## src/hw/mips_consts.svh

```systemverilog
`ifndef MIPS_CONSTS_SVH
`define MIPS_CONSTS_SVH

// datapath and register index widths
`define XLEN 32
`define REG_AW 5

`define RESET_PC 32'hbfc00000  // boot rom

// sram-like transfer size code, words only
`define SIZE_WORD 2'd2

`endif

```

## src/hw/mips_pkg.sv

```systemverilog
`default_nettype none
`include "mips_consts.svh"

package mips_pkg;

    // primary opcode field
    typedef enum logic [5:0] {
        OP_SPECIAL = 6'h00, OP_BEQ  = 6'h04, OP_BNE  = 6'h05, OP_ADDIU = 6'h09,
        OP_SLTI    = 6'h0a, OP_SLTIU = 6'h0b, OP_ANDI = 6'h0c, OP_ORI  = 6'h0d,
        OP_XORI    = 6'h0e, OP_LUI  = 6'h0f, OP_LW   = 6'h23, OP_SW    = 6'h2b
    } op_e;

    typedef enum logic [5:0] {
        FN_SLL  = 6'h00, FN_SRL = 6'h02, FN_SRA = 6'h03, FN_ADDU = 6'h21,
        FN_SUBU = 6'h23, FN_AND = 6'h24, FN_OR  = 6'h25, FN_XOR  = 6'h26,
        FN_NOR  = 6'h27, FN_SLT = 6'h2a, FN_SLTU = 6'h2b
    } funct_e;

    typedef enum logic [3:0] {
        ALU_ADD, ALU_SUB, ALU_AND, ALU_OR, ALU_XOR, ALU_NOR,
        ALU_SLT, ALU_SLTU, ALU_SLL, ALU_SRL, ALU_SRA, ALU_LUI
    } alu_op_e;

    typedef enum logic [1:0] {MEM_NONE, MEM_LOAD, MEM_STORE} mem_op_e;
    typedef enum logic [1:0] {BR_NONE, BR_BEQ, BR_BNE} br_op_e;
    typedef enum logic [1:0] {F_IDLE, F_WAIT_ADDR, F_WAIT_DATA} fetch_state_e;
    typedef enum logic [1:0] {R_IDLE, R_WAIT_ADDR, R_WAIT_DATA} res_state_e;

    typedef struct packed {
        logic             valid;
        logic [`XLEN-1:0] pc;
        logic [`XLEN-1:0] instr;
    } fd_t;

    typedef struct packed {
        logic               valid;
        logic [`XLEN-1:0]   pc;
        alu_op_e            alu_op;
        mem_op_e            mem_op;
        br_op_e             br_op;
        logic [`XLEN-1:0]   op_a;
        logic [`XLEN-1:0]   op_b;        // immediate or rt
        logic [`XLEN-1:0]   store_data;
        logic [`REG_AW-1:0] rd;
        logic               reg_write;
        logic [15:0]        br_off;
    } de_t;

    typedef struct packed {
        logic               valid;
        logic [`XLEN-1:0]   pc;
        mem_op_e            mem_op;
        logic [`XLEN-1:0]   result;      // alu value or memory address
        logic [`XLEN-1:0]   store_data;
        logic [`REG_AW-1:0] rd;
        logic               reg_write;
    } er_t;

    typedef struct packed {
        logic               we;
        logic [`REG_AW-1:0] idx;
        logic [`XLEN-1:0]   value;
        logic               is_load;
    } bypass_t;

    typedef struct packed {
        logic             req;
        logic             wr;
        logic [1:0]       size;
        logic [`XLEN-1:0] addr;
        logic [`XLEN-1:0] wdata;
    } mem_req_t;

    typedef struct packed {
        logic             addr_ok;
        logic             data_ok;
        logic [`XLEN-1:0] rdata;
    } mem_rsp_t;

endpackage

`default_nettype wire

```

## src/hw/regfile.sv

```systemverilog
`timescale 1ns/1ps
`default_nettype none
`include "mips_consts.svh"

module regfile import mips_pkg::*; (
    input  logic               clk,
    input  logic               rst,
    input  bypass_t            wb_i,
    input  logic [`REG_AW-1:0] raddr1_i,
    input  logic [`REG_AW-1:0] raddr2_i,
    output logic [`XLEN-1:0]   rdata1_o,
    output logic [`XLEN-1:0]   rdata2_o
);

    logic [`XLEN-1:0] regs [32];

    // write-through so a retiring value is seen in the same cycle
    function automatic logic [`XLEN-1:0] read_port(input logic [`REG_AW-1:0] addr);
        if (addr == '0) begin
            return '0;
        end
        if (wb_i.we && wb_i.idx == addr) begin
            return wb_i.value;
        end
        return regs[addr];
    endfunction

    always_comb begin
        rdata1_o = read_port(raddr1_i);
        rdata2_o = read_port(raddr2_i);
    end

    always_ff @(posedge clk) begin
        if (rst) begin
            for (int i = 0; i < 32; i++) begin
                regs[i] <= '0;
            end
        end else if (wb_i.we && wb_i.idx != '0) begin
            regs[wb_i.idx] <= wb_i.value;
        end
    end

endmodule

`default_nettype wire

```

## src/hw/inst_fetch.sv

```systemverilog
`timescale 1ns/1ps
`default_nettype none
`include "mips_consts.svh"

module inst_fetch import mips_pkg::*; (
    input  logic             clk,
    input  logic             rst,
    input  logic             hold_i,
    input  logic             redirect_i,
    input  logic [`XLEN-1:0] redirect_pc_i,
    output mem_req_t         inst_req_o,
    input  mem_rsp_t         inst_rsp_i,
    output fd_t              fd_o
);

    fetch_state_e     state_q;
    logic [`XLEN-1:0] pc_q;       // next address to fetch
    logic [`XLEN-1:0] req_pc_q;   // address of the open request
    logic             discard_q;  // open request is on a squashed path
    logic             issue;
    logic             data_in;

    // start only when the fd slot is empty or decode takes it now
    assign issue   = state_q == F_IDLE && (!fd_o.valid || !hold_i) && !redirect_i;
    assign data_in = state_q == F_WAIT_DATA && inst_rsp_i.data_ok;

    assign inst_req_o.req   = state_q == F_WAIT_ADDR;
    assign inst_req_o.wr    = 1'b0;
    assign inst_req_o.size  = `SIZE_WORD;
    assign inst_req_o.addr  = req_pc_q;
    assign inst_req_o.wdata = '0;

    always_ff @(posedge clk) begin
        case (state_q)
            F_IDLE:      if (issue) state_q <= F_WAIT_ADDR;
            F_WAIT_ADDR: if (inst_rsp_i.addr_ok) state_q <= F_WAIT_DATA;
            F_WAIT_DATA: if (inst_rsp_i.data_ok) state_q <= F_IDLE;
            default:     state_q <= F_IDLE;
        endcase

        if (issue) begin
            req_pc_q <= pc_q;
            pc_q     <= pc_q + 32'd4;
        end
        if (redirect_i) begin
            pc_q      <= redirect_pc_i;
            discard_q <= state_q == F_WAIT_ADDR || (state_q == F_WAIT_DATA && !inst_rsp_i.data_ok);
        end else if (data_in) begin
            discard_q <= 1'b0;
        end

        if (redirect_i) begin
            fd_o.valid <= 1'b0;
        end else if (data_in && !discard_q) begin
            fd_o <= '{valid: 1'b1, pc: req_pc_q, instr: inst_rsp_i.rdata};
        end else if (!hold_i) begin
            fd_o.valid <= 1'b0;  // taken by decode
        end

        if (rst) begin
            state_q    <= F_IDLE;
            pc_q       <= `RESET_PC;
            discard_q  <= 1'b0;
            fd_o.valid <= 1'b0;
        end
    end

    // sram-like rule: a pending request stays put until accepted
    assert property (@(posedge clk) disable iff (rst)
        inst_req_o.req && !inst_rsp_i.addr_ok |=> $stable(inst_req_o));

endmodule

`default_nettype wire

```

## src/hw/decode.sv

```systemverilog
`timescale 1ns/1ps
`default_nettype none
`include "mips_consts.svh"

module decode import mips_pkg::*; (
    input  logic    clk,
    input  logic    rst,
    input  fd_t     fd_i,
    input  bypass_t ex_byp_i,
    input  bypass_t res_byp_i,
    input  bypass_t wb_i,
    input  logic    res_busy_i,
    input  logic    redirect_i,
    output logic    dec_stall_o,
    output de_t     de_o
);

    op_e                op;
    funct_e             funct;
    logic [`REG_AW-1:0] rs, rt, dst;
    logic [`XLEN-1:0]   rf_a, rf_b, imm_ext;
    logic               use_imm, use_shamt, sign_ext, wr;
    alu_op_e            alu_op;
    mem_op_e            mem_op;
    br_op_e             br_op;
    de_t                de_d;

    regfile regfile_i (
        .clk      (clk),
        .rst      (rst),
        .wb_i     (wb_i),
        .raddr1_i (rs),
        .raddr2_i (rt),
        .rdata1_o (rf_a),
        .rdata2_o (rf_b)
    );

    // youngest producer wins
    function automatic logic [`XLEN-1:0] pick(input logic [`REG_AW-1:0] idx,
                                              input logic [`XLEN-1:0] rf_val);
        if (ex_byp_i.we && ex_byp_i.idx == idx) begin
            return ex_byp_i.value;
        end
        if (res_byp_i.we && res_byp_i.idx == idx) begin
            return res_byp_i.value;
        end
        return rf_val;
    endfunction

    assign op      = op_e'(fd_i.instr[31:26]);
    assign funct   = funct_e'(fd_i.instr[5:0]);
    assign rs      = fd_i.instr[25:21];
    assign rt      = fd_i.instr[20:16];
    assign imm_ext = sign_ext ? {{16{fd_i.instr[15]}}, fd_i.instr[15:0]}
                              : {16'h0, fd_i.instr[15:0]};

    always_comb begin
        alu_op    = ALU_ADD;
        mem_op    = MEM_NONE;
        br_op     = BR_NONE;
        use_imm   = 1'b1;
        use_shamt = 1'b0;
        sign_ext  = 1'b1;
        dst       = rt;
        wr        = 1'b1;
        case (op)
            OP_SPECIAL: begin
                use_imm = 1'b0;
                dst     = fd_i.instr[15:11];
                case (funct)
                    FN_ADDU: alu_op = ALU_ADD;
                    FN_SUBU: alu_op = ALU_SUB;
                    FN_AND:  alu_op = ALU_AND;
                    FN_OR:   alu_op = ALU_OR;
                    FN_XOR:  alu_op = ALU_XOR;
                    FN_NOR:  alu_op = ALU_NOR;
                    FN_SLT:  alu_op = ALU_SLT;
                    FN_SLTU: alu_op = ALU_SLTU;
                    FN_SLL: begin
                        alu_op    = ALU_SLL;
                        use_shamt = 1'b1;
                    end
                    FN_SRL: begin
                        alu_op    = ALU_SRL;
                        use_shamt = 1'b1;
                    end
                    FN_SRA: begin
                        alu_op    = ALU_SRA;
                        use_shamt = 1'b1;
                    end
                    default: wr = 1'b0;
                endcase
            end
            OP_ADDIU: alu_op = ALU_ADD;
            OP_SLTI:  alu_op = ALU_SLT;
            OP_SLTIU: alu_op = ALU_SLTU;
            OP_ANDI: begin
                alu_op   = ALU_AND;
                sign_ext = 1'b0;
            end
            OP_ORI: begin
                alu_op   = ALU_OR;
                sign_ext = 1'b0;
            end
            OP_XORI: begin
                alu_op   = ALU_XOR;
                sign_ext = 1'b0;
            end
            OP_LUI:   alu_op = ALU_LUI;
            OP_LW:    mem_op = MEM_LOAD;
            OP_SW: begin
                mem_op = MEM_STORE;
                wr     = 1'b0;
            end
            OP_BEQ: begin
                br_op   = BR_BEQ;
                use_imm = 1'b0;
                wr      = 1'b0;
            end
            OP_BNE: begin
                br_op   = BR_BNE;
                use_imm = 1'b0;
                wr      = 1'b0;
            end
            default:  wr = 1'b0;
        endcase
    end

    // load in execute feeding us, wait one cycle
    assign dec_stall_o = fd_i.valid && ex_byp_i.we && ex_byp_i.is_load
                         && (ex_byp_i.idx == rs || ex_byp_i.idx == rt);

    always_comb begin
        de_d.valid      = fd_i.valid && !dec_stall_o && !redirect_i;
        de_d.pc         = fd_i.pc;
        de_d.alu_op     = alu_op;
        de_d.mem_op     = mem_op;
        de_d.br_op      = br_op;
        de_d.op_a       = use_shamt ? {27'h0, fd_i.instr[10:6]} : pick(rs, rf_a);
        de_d.op_b       = use_imm ? imm_ext : pick(rt, rf_b);
        de_d.store_data = pick(rt, rf_b);
        de_d.rd         = dst;
        de_d.reg_write  = wr && dst != '0;
        de_d.br_off     = fd_i.instr[15:0];
    end

    always_ff @(posedge clk) begin
        if (!res_busy_i) begin
            de_o <= de_d;
        end
        if (rst) begin
            de_o.valid <= 1'b0;
        end
    end

    // r0 never reaches the bypass network or the register file
    assert property (@(posedge clk) disable iff (rst)
        de_o.valid && de_o.reg_write |-> de_o.rd != '0);

endmodule

`default_nettype wire

```

## src/hw/execute.sv

```systemverilog
`timescale 1ns/1ps
`default_nettype none
`include "mips_consts.svh"

module execute import mips_pkg::*; (
    input  logic             clk,
    input  logic             rst,
    input  de_t              de_i,
    input  logic             res_busy_i,
    output logic             redirect_o,
    output logic [`XLEN-1:0] redirect_pc_o,
    output bypass_t          ex_byp_o,
    output er_t              er_o
);

    logic [`XLEN-1:0] a, b, alu_res;
    logic             taken;
    er_t              er_d;

    assign a = de_i.op_a;
    assign b = de_i.op_b;

    always_comb begin
        case (de_i.alu_op)
            ALU_ADD:  alu_res = a + b;  // also load/store address
            ALU_SUB:  alu_res = a - b;
            ALU_AND:  alu_res = a & b;
            ALU_OR:   alu_res = a | b;
            ALU_XOR:  alu_res = a ^ b;
            ALU_NOR:  alu_res = ~(a | b);
            ALU_SLT:  alu_res = {31'h0, $signed(a) < $signed(b)};
            ALU_SLTU: alu_res = {31'h0, a < b};
            ALU_SLL:  alu_res = b << a[4:0];
            ALU_SRL:  alu_res = b >> a[4:0];
            ALU_SRA:  alu_res = $unsigned($signed(b) >>> a[4:0]);
            ALU_LUI:  alu_res = {b[15:0], 16'h0};
            default:  alu_res = a + b;
        endcase
    end

    always_comb begin
        case (de_i.br_op)
            BR_BEQ:  taken = de_i.valid && a == b;
            BR_BNE:  taken = de_i.valid && a != b;
            default: taken = 1'b0;
        endcase
    end

    // no delay slot, target is relative to the branch itself plus 4
    assign redirect_o    = taken && !res_busy_i;
    assign redirect_pc_o = de_i.pc + 32'd4 + {{14{de_i.br_off[15]}}, de_i.br_off, 2'b00};

    assign ex_byp_o.we      = de_i.valid && de_i.reg_write;
    assign ex_byp_o.idx     = de_i.rd;
    assign ex_byp_o.value   = alu_res;
    assign ex_byp_o.is_load = de_i.mem_op == MEM_LOAD;

    always_comb begin
        er_d.valid      = de_i.valid && !taken;
        er_d.pc         = de_i.pc;
        er_d.mem_op     = de_i.mem_op;
        er_d.result     = alu_res;
        er_d.store_data = de_i.store_data;
        er_d.rd         = de_i.rd;
        er_d.reg_write  = de_i.reg_write;
    end

    always_ff @(posedge clk) begin
        if (!res_busy_i) begin
            er_o <= er_d;
        end
        if (rst) begin
            er_o.valid <= 1'b0;
        end
    end

endmodule

`default_nettype wire

```

## src/hw/result.sv

```systemverilog
`timescale 1ns/1ps
`default_nettype none
`include "mips_consts.svh"

module result import mips_pkg::*; (
    input  logic               clk,
    input  logic               rst,
    input  er_t                er_i,
    output mem_req_t           data_req_o,
    input  mem_rsp_t           data_rsp_i,
    output logic               res_busy_o,
    output bypass_t            res_byp_o,
    output bypass_t            wb_o,
    output logic [`XLEN-1:0]   debug_wb_pc_o,
    output logic [3:0]         debug_wb_rf_wen_o,
    output logic [`REG_AW-1:0] debug_wb_rf_wnum_o,
    output logic [`XLEN-1:0]   debug_wb_rf_wdata_o
);

    res_state_e       state_q;
    logic             is_mem;
    logic             is_load;
    logic             retire;
    logic [`XLEN-1:0] value;
    bypass_t          wb_q;
    logic [`XLEN-1:0] wb_pc_q;

    assign is_mem     = er_i.valid && er_i.mem_op != MEM_NONE;
    assign is_load    = er_i.mem_op == MEM_LOAD;
    assign retire     = er_i.valid
                        && (!is_mem || (state_q == R_WAIT_DATA && data_rsp_i.data_ok));
    assign res_busy_o = is_mem && !retire;  // freezes the whole pipe
    assign value      = is_load ? data_rsp_i.rdata : er_i.result;

    assign data_req_o.req   = is_mem && state_q != R_WAIT_DATA;
    assign data_req_o.wr    = er_i.mem_op == MEM_STORE;
    assign data_req_o.size  = `SIZE_WORD;
    assign data_req_o.addr  = er_i.result;
    assign data_req_o.wdata = er_i.store_data;

    // loaded word only matters on the data_ok cycle, the pipe is frozen before
    assign res_byp_o.we      = er_i.valid && er_i.reg_write;
    assign res_byp_o.idx     = er_i.rd;
    assign res_byp_o.value   = value;
    assign res_byp_o.is_load = is_load;

    always_ff @(posedge clk) begin
        case (state_q)
            R_IDLE: begin
                if (data_req_o.req) begin
                    state_q <= data_rsp_i.addr_ok ? R_WAIT_DATA : R_WAIT_ADDR;
                end
            end
            R_WAIT_ADDR: if (data_rsp_i.addr_ok) state_q <= R_WAIT_DATA;
            R_WAIT_DATA: if (data_rsp_i.data_ok) state_q <= R_IDLE;
            default:     state_q <= R_IDLE;
        endcase

        wb_q.we <= retire && er_i.reg_write;
        if (retire) begin
            wb_q.idx     <= er_i.rd;
            wb_q.value   <= value;
            wb_q.is_load <= is_load;
            wb_pc_q      <= er_i.pc;
        end

        if (rst) begin
            state_q <= R_IDLE;
            wb_q.we <= 1'b0;
        end
    end

    assign wb_o                = wb_q;
    assign debug_wb_pc_o       = wb_pc_q;
    assign debug_wb_rf_wen_o   = {4{wb_q.we}};
    assign debug_wb_rf_wnum_o  = wb_q.idx;
    assign debug_wb_rf_wdata_o = wb_q.value;

    // address comes from the execute adder, words only
    assert property (@(posedge clk) disable iff (rst)
        data_req_o.req |-> data_req_o.addr[1:0] == 2'b00);

endmodule

`default_nettype wire

```

## src/hw/mips_core.sv

```systemverilog
`timescale 1ns/1ps
`default_nettype none
`include "mips_consts.svh"

module mips_core import mips_pkg::*; (
    input  logic               clk,
    input  logic               rst,
    output mem_req_t           inst_req_o,
    input  mem_rsp_t           inst_rsp_i,
    output mem_req_t           data_req_o,
    input  mem_rsp_t           data_rsp_i,
    output logic [`XLEN-1:0]   debug_wb_pc_o,
    output logic [3:0]         debug_wb_rf_wen_o,
    output logic [`REG_AW-1:0] debug_wb_rf_wnum_o,
    output logic [`XLEN-1:0]   debug_wb_rf_wdata_o
);

    fd_t              fd;
    de_t              de;
    er_t              er;
    bypass_t          ex_byp, res_byp, wb;
    logic             res_busy, dec_stall, hold;
    logic             redirect;
    logic [`XLEN-1:0] redirect_pc;

    assign hold = res_busy | dec_stall;

    inst_fetch inst_fetch_i (
        .clk           (clk),
        .rst           (rst),
        .hold_i        (hold),
        .redirect_i    (redirect),
        .redirect_pc_i (redirect_pc),
        .inst_req_o    (inst_req_o),
        .inst_rsp_i    (inst_rsp_i),
        .fd_o          (fd)
    );

    decode decode_i (
        .clk         (clk),
        .rst         (rst),
        .fd_i        (fd),
        .ex_byp_i    (ex_byp),
        .res_byp_i   (res_byp),
        .wb_i        (wb),
        .res_busy_i  (res_busy),
        .redirect_i  (redirect),
        .dec_stall_o (dec_stall),
        .de_o        (de)
    );

    execute execute_i (
        .clk           (clk),
        .rst           (rst),
        .de_i          (de),
        .res_busy_i    (res_busy),
        .redirect_o    (redirect),
        .redirect_pc_o (redirect_pc),
        .ex_byp_o      (ex_byp),
        .er_o          (er)
    );

    result result_i (
        .clk                 (clk),
        .rst                 (rst),
        .er_i                (er),
        .data_req_o          (data_req_o),
        .data_rsp_i          (data_rsp_i),
        .res_busy_o          (res_busy),
        .res_byp_o           (res_byp),
        .wb_o                (wb),
        .debug_wb_pc_o       (debug_wb_pc_o),
        .debug_wb_rf_wen_o   (debug_wb_rf_wen_o),
        .debug_wb_rf_wnum_o  (debug_wb_rf_wnum_o),
        .debug_wb_rf_wdata_o (debug_wb_rf_wdata_o)
    );

endmodule

`default_nettype wire

```

## config.mk

```make
export PLATFORM = sky130hd
export DESIGN_NAME = mips_core
export DESIGN_NICKNAME = d
export VERILOG_FILES = /design/src/hw/mips_pkg.sv /design/src/hw/regfile.sv /design/src/hw/inst_fetch.sv /design/src/hw/decode.sv /design/src/hw/execute.sv /design/src/hw/result.sv /design/src/hw/mips_core.sv
export VERILOG_INCLUDE_DIRS = /design/src /design/src/hw
export SDC_FILE = /design/constraint.sdc
export NUM_CORES = 2
export LEC_CHECK = 0
export ABC_AREA = 1
export BUFFER_PORTS_ARGS = -buffer_cell sky130_fd_sc_hd__buf_2
export CAP_MARGIN = 15
export CORE_ASPECT_RATIO = 1.4
export CORE_UTILIZATION = 30
export CTS_CLUSTER_DIAMETER = 120
export DETAILED_ROUTE_END_ITERATION = 12
export SETUP_SLACK_MARGIN = 0.1
export SLEW_MARGIN = 25
export SYNTH_ARGS = -nofsm -noshare
export SYNTH_HDL_FRONTEND = slang
export SYNTH_SLANG_ARGS = --single-unit
```

## constraint.sdc

```tcl
create_clock -name clk -period 11.6 [get_ports clk]
set_input_delay 2.32 -clock clk [delete_from_list [all_inputs] [get_ports clk]]
set_output_delay 2.32 -clock clk [all_outputs]
set_load 0.02 [all_outputs]
```

==> results_dict.tcl <==
set metrics [dict create \
    outcome "completed" \
    ys_seq_elements 1502 \
    avgSynthCellArea_um2 8.29 \
    tritoncts "built" \
    grt_max_degree 205 \
    ant_nets 0 \
    h-tree-depth 4 \
    postCtsSetupBuffers 0 \
    fin_util 0.331 \
    synthTopCellsByCount "1890 x nand2_1, 1451 x edfxtp_1, 1365 x nand3_1, 1302 x nor2_1, 1047 x inv_1" \
    power_leakage_uw 0.0393 \
    drc 0 \
    wire_per_inst_um 24.8 \
    ctsLongestPathBuffers 4 \
    yosysSeqAreaShare 0.504 \
    core.rowCount 235 \
    syn_area_um2 88400 \
    worstPathRequired_ps 12020 \
    crit_path_end_kind "flop" \
    insertion_delay_ps 850 \
    drive_above_1_share 0.0717 \
    antenna_found_initial 22 \
    gp_congestion 1.04 \
    synthTopCellsByArea "edfxtp_1 49%, nand2_1 8.0%, nand3_1 7.7%" \
    highest_layer "met5" \
    postCtsHoldBufs 0 \
    first_iter_violations 10600 \
    io_pins 279 \
    cp_slowest_cell "nand2_2" \
    grtUsageTotal 0.232 \
    async_reset_ff_frac 0 \
    clk_pin_slew_worst_paths_ps 60 \
    start_kind "input pin" \
    wl_met1_um 131000 \
    first_pass_iters 8 \
    vdd_drop_max_mv 0.112 \
    die_y_um 644 \
    numPortBuffers 241 \
    initial_utilization 0.302 \
    post-dp-hpwl_um 246000 \
    root_buffer "clkbuf_16" \
    met2WireLength_um 164000 \
    viasPerCell 5.42 \
    rsz0062_at_grt "no" \
    grt_pass1_vias 72100 \
    synth_top_area_frac 0.493 \
    path_class "input pin to flop" \
    crit_fanout 33 \
    cp_common_cell "nand2_2" \
    maxCapViolCount 0 \
    overflow 0 \
    vias 78200 \
    hold_ws_ps 416 \
    wl_met3_um 33600 \
    power.density_nw_per_um2 158 \
    synth_ff_type "edfxtp_1" \
    post-route-min-period_ps 5070 \
    routed_wl_um 358000 \
    setup_tns_ps 0 \
    fin_skew_ps 96.5 \
    synthToLayoutAreaGrowth_pct 9.46 \
    netlist-cell-type-count 57 \
    min_path_type "flop to flop" \
    synth_warnings 0 \
    hold_violations 0 \
    yosysTopAreaCell "edfxtp_1" \
    numCtsBuffers 160 \
    slew_headroom 0.186 \
    fin_crit_sh 0.437 \
    synth_cells 10700 \
    maxSlewViolCount 0 \
    cts_resized 0 \
    yosysMostFrequentCell "nand2_1" \
    core-area_um2 293000 \
    cts.sinks 1502 \
    die_x_um 461 \
    worst-slew-pin-transition_ps 1220 \
    dieArea_um2 297000 \
    fmax_ghz 0.197 \
    cp.arrival_ps 5490 \
    path_cells "buf_4 -> nor2_1 -> o21ai_0 -> nor3_2 -> nand2_2 -> nand2_2" \
    nets 10600 \
    finalSetupViolations 0 \
    grt_pass1_wl_um 505000 \
    slowest_delay_ps 1060 \
    synth-edff-count 1451 \
]
## through the flow
step	setup WS, ps	cell area (um2)	power, uW	instances
final	6530	96800	15300	14400
after global routing	6340	96800	15800	14400
after CTS	6580	96700	15200	14400
after detailed placement	5730	91800	10200	14100
after global placement	5780	91700	10200	14100
after floorplan	2020	88700	8900	10700
## final timing paths
kind,startpoint,end,slack [ps],cells past startpoint
worst max-delay path,rst,decode_i.regfile_i.regs[30][18],6530,6
worst min-delay path,execute_i.er_o[102],result_i.debug_wb_pc_o[30],420,0
worst max register to register,decode_i.de_o[90],inst_fetch_i.fd_o[4],6590,14
worst min register to register,execute_i.er_o[102],result_i.debug_wb_pc_o[30],420,0
## state kept, by name, summed over array words and instances, names as in the netlist, 2 cells and up, named ones only
name and flops:
inst_fetch_i.req_pc_q 32, result_i.state_q 2, result_i.debug_wb_rf_wnum_o 5, decode_i.de_o 159
result_i.debug_wb_rf_wdata_o 32, inst_fetch_i.state_q 2, execute_i.er_o 105, decode_i.regfile_i.regs 1024
inst_fetch_i.pc_q 32, inst_fetch_i.fd_o 65, result_i.debug_wb_pc_o 32
## final cells by class
| class | count | area [um2] |
|---|---|---|
| Timing Repair Buffer | 394 | 2430 |
| Sequential cell | 1502 | 44600 |
| Multi-Input combinational cell | 7284 | 35900 |
| Clock inverter | 78 | 764 |
| Tap cell | 3910 | 4890 |
| Clock buffer | 190 | 4200 |
| Fill cell | 30800 | 196000 |
| Inverter | 1055 | 3980 |
| Antenna cell | 11 | 27.5 |
## kinds of logic (layout without fill, tap and decap cells)
logic type / Yosys count / after routing / synth area share
xor+xnor: 53 / 53 / 0.00525
flops: 1502 / 1502 / 0.504
simple gates: 4777 / 4777 / 0.229
mux: 7 / 7 / 0.000792
compound gates: 2220 / 2220 / 0.143
fa+ha+maj: 158 / 158 / 0.0226
other cells: 2 / 80 / 0.0000849
buf+inv: 1955 / 1717 / 0.0954
## critical path: cells and delay by family
kind | cells | cell delay [ps]
AND/OR/NAND/NOR | 4 | 2810
buffers and inverters | 1 | 150
AO/OA/AOI/OAI | 1 | 140
## placed cells by master (no fill, tap or decap), types with 155 or more instances in the layout
master     Yosys  routed
inv_1       1047    1030
o211ai_1     522     522
edfxtp_1    1451    1451
a21oi_1      801     801
nor2_1      1302    1298
nand3_1     1365    1364
nand2_1     1890    1842
ha_1         155     155
buf_2        281     240
clkbuf_16      0     162
o21ai_0      734     733
## power breakdown
part	leakage (uW)	internal (uW)	switching [uW]	total, uW
clock	0.00242	2870	2220	5090
sequential	0.0153	6320	279	6600
combinational	0.0216	902	2730	3630
## per-layer routing
layer	vias to the layer above	GRT usage
li1	35700	-
met3	953	0.0459
met1	37300	0.279
met5	-	0
met2	4207	0.371
met4	10	0.164
Power figures use the tool's default switching activity.
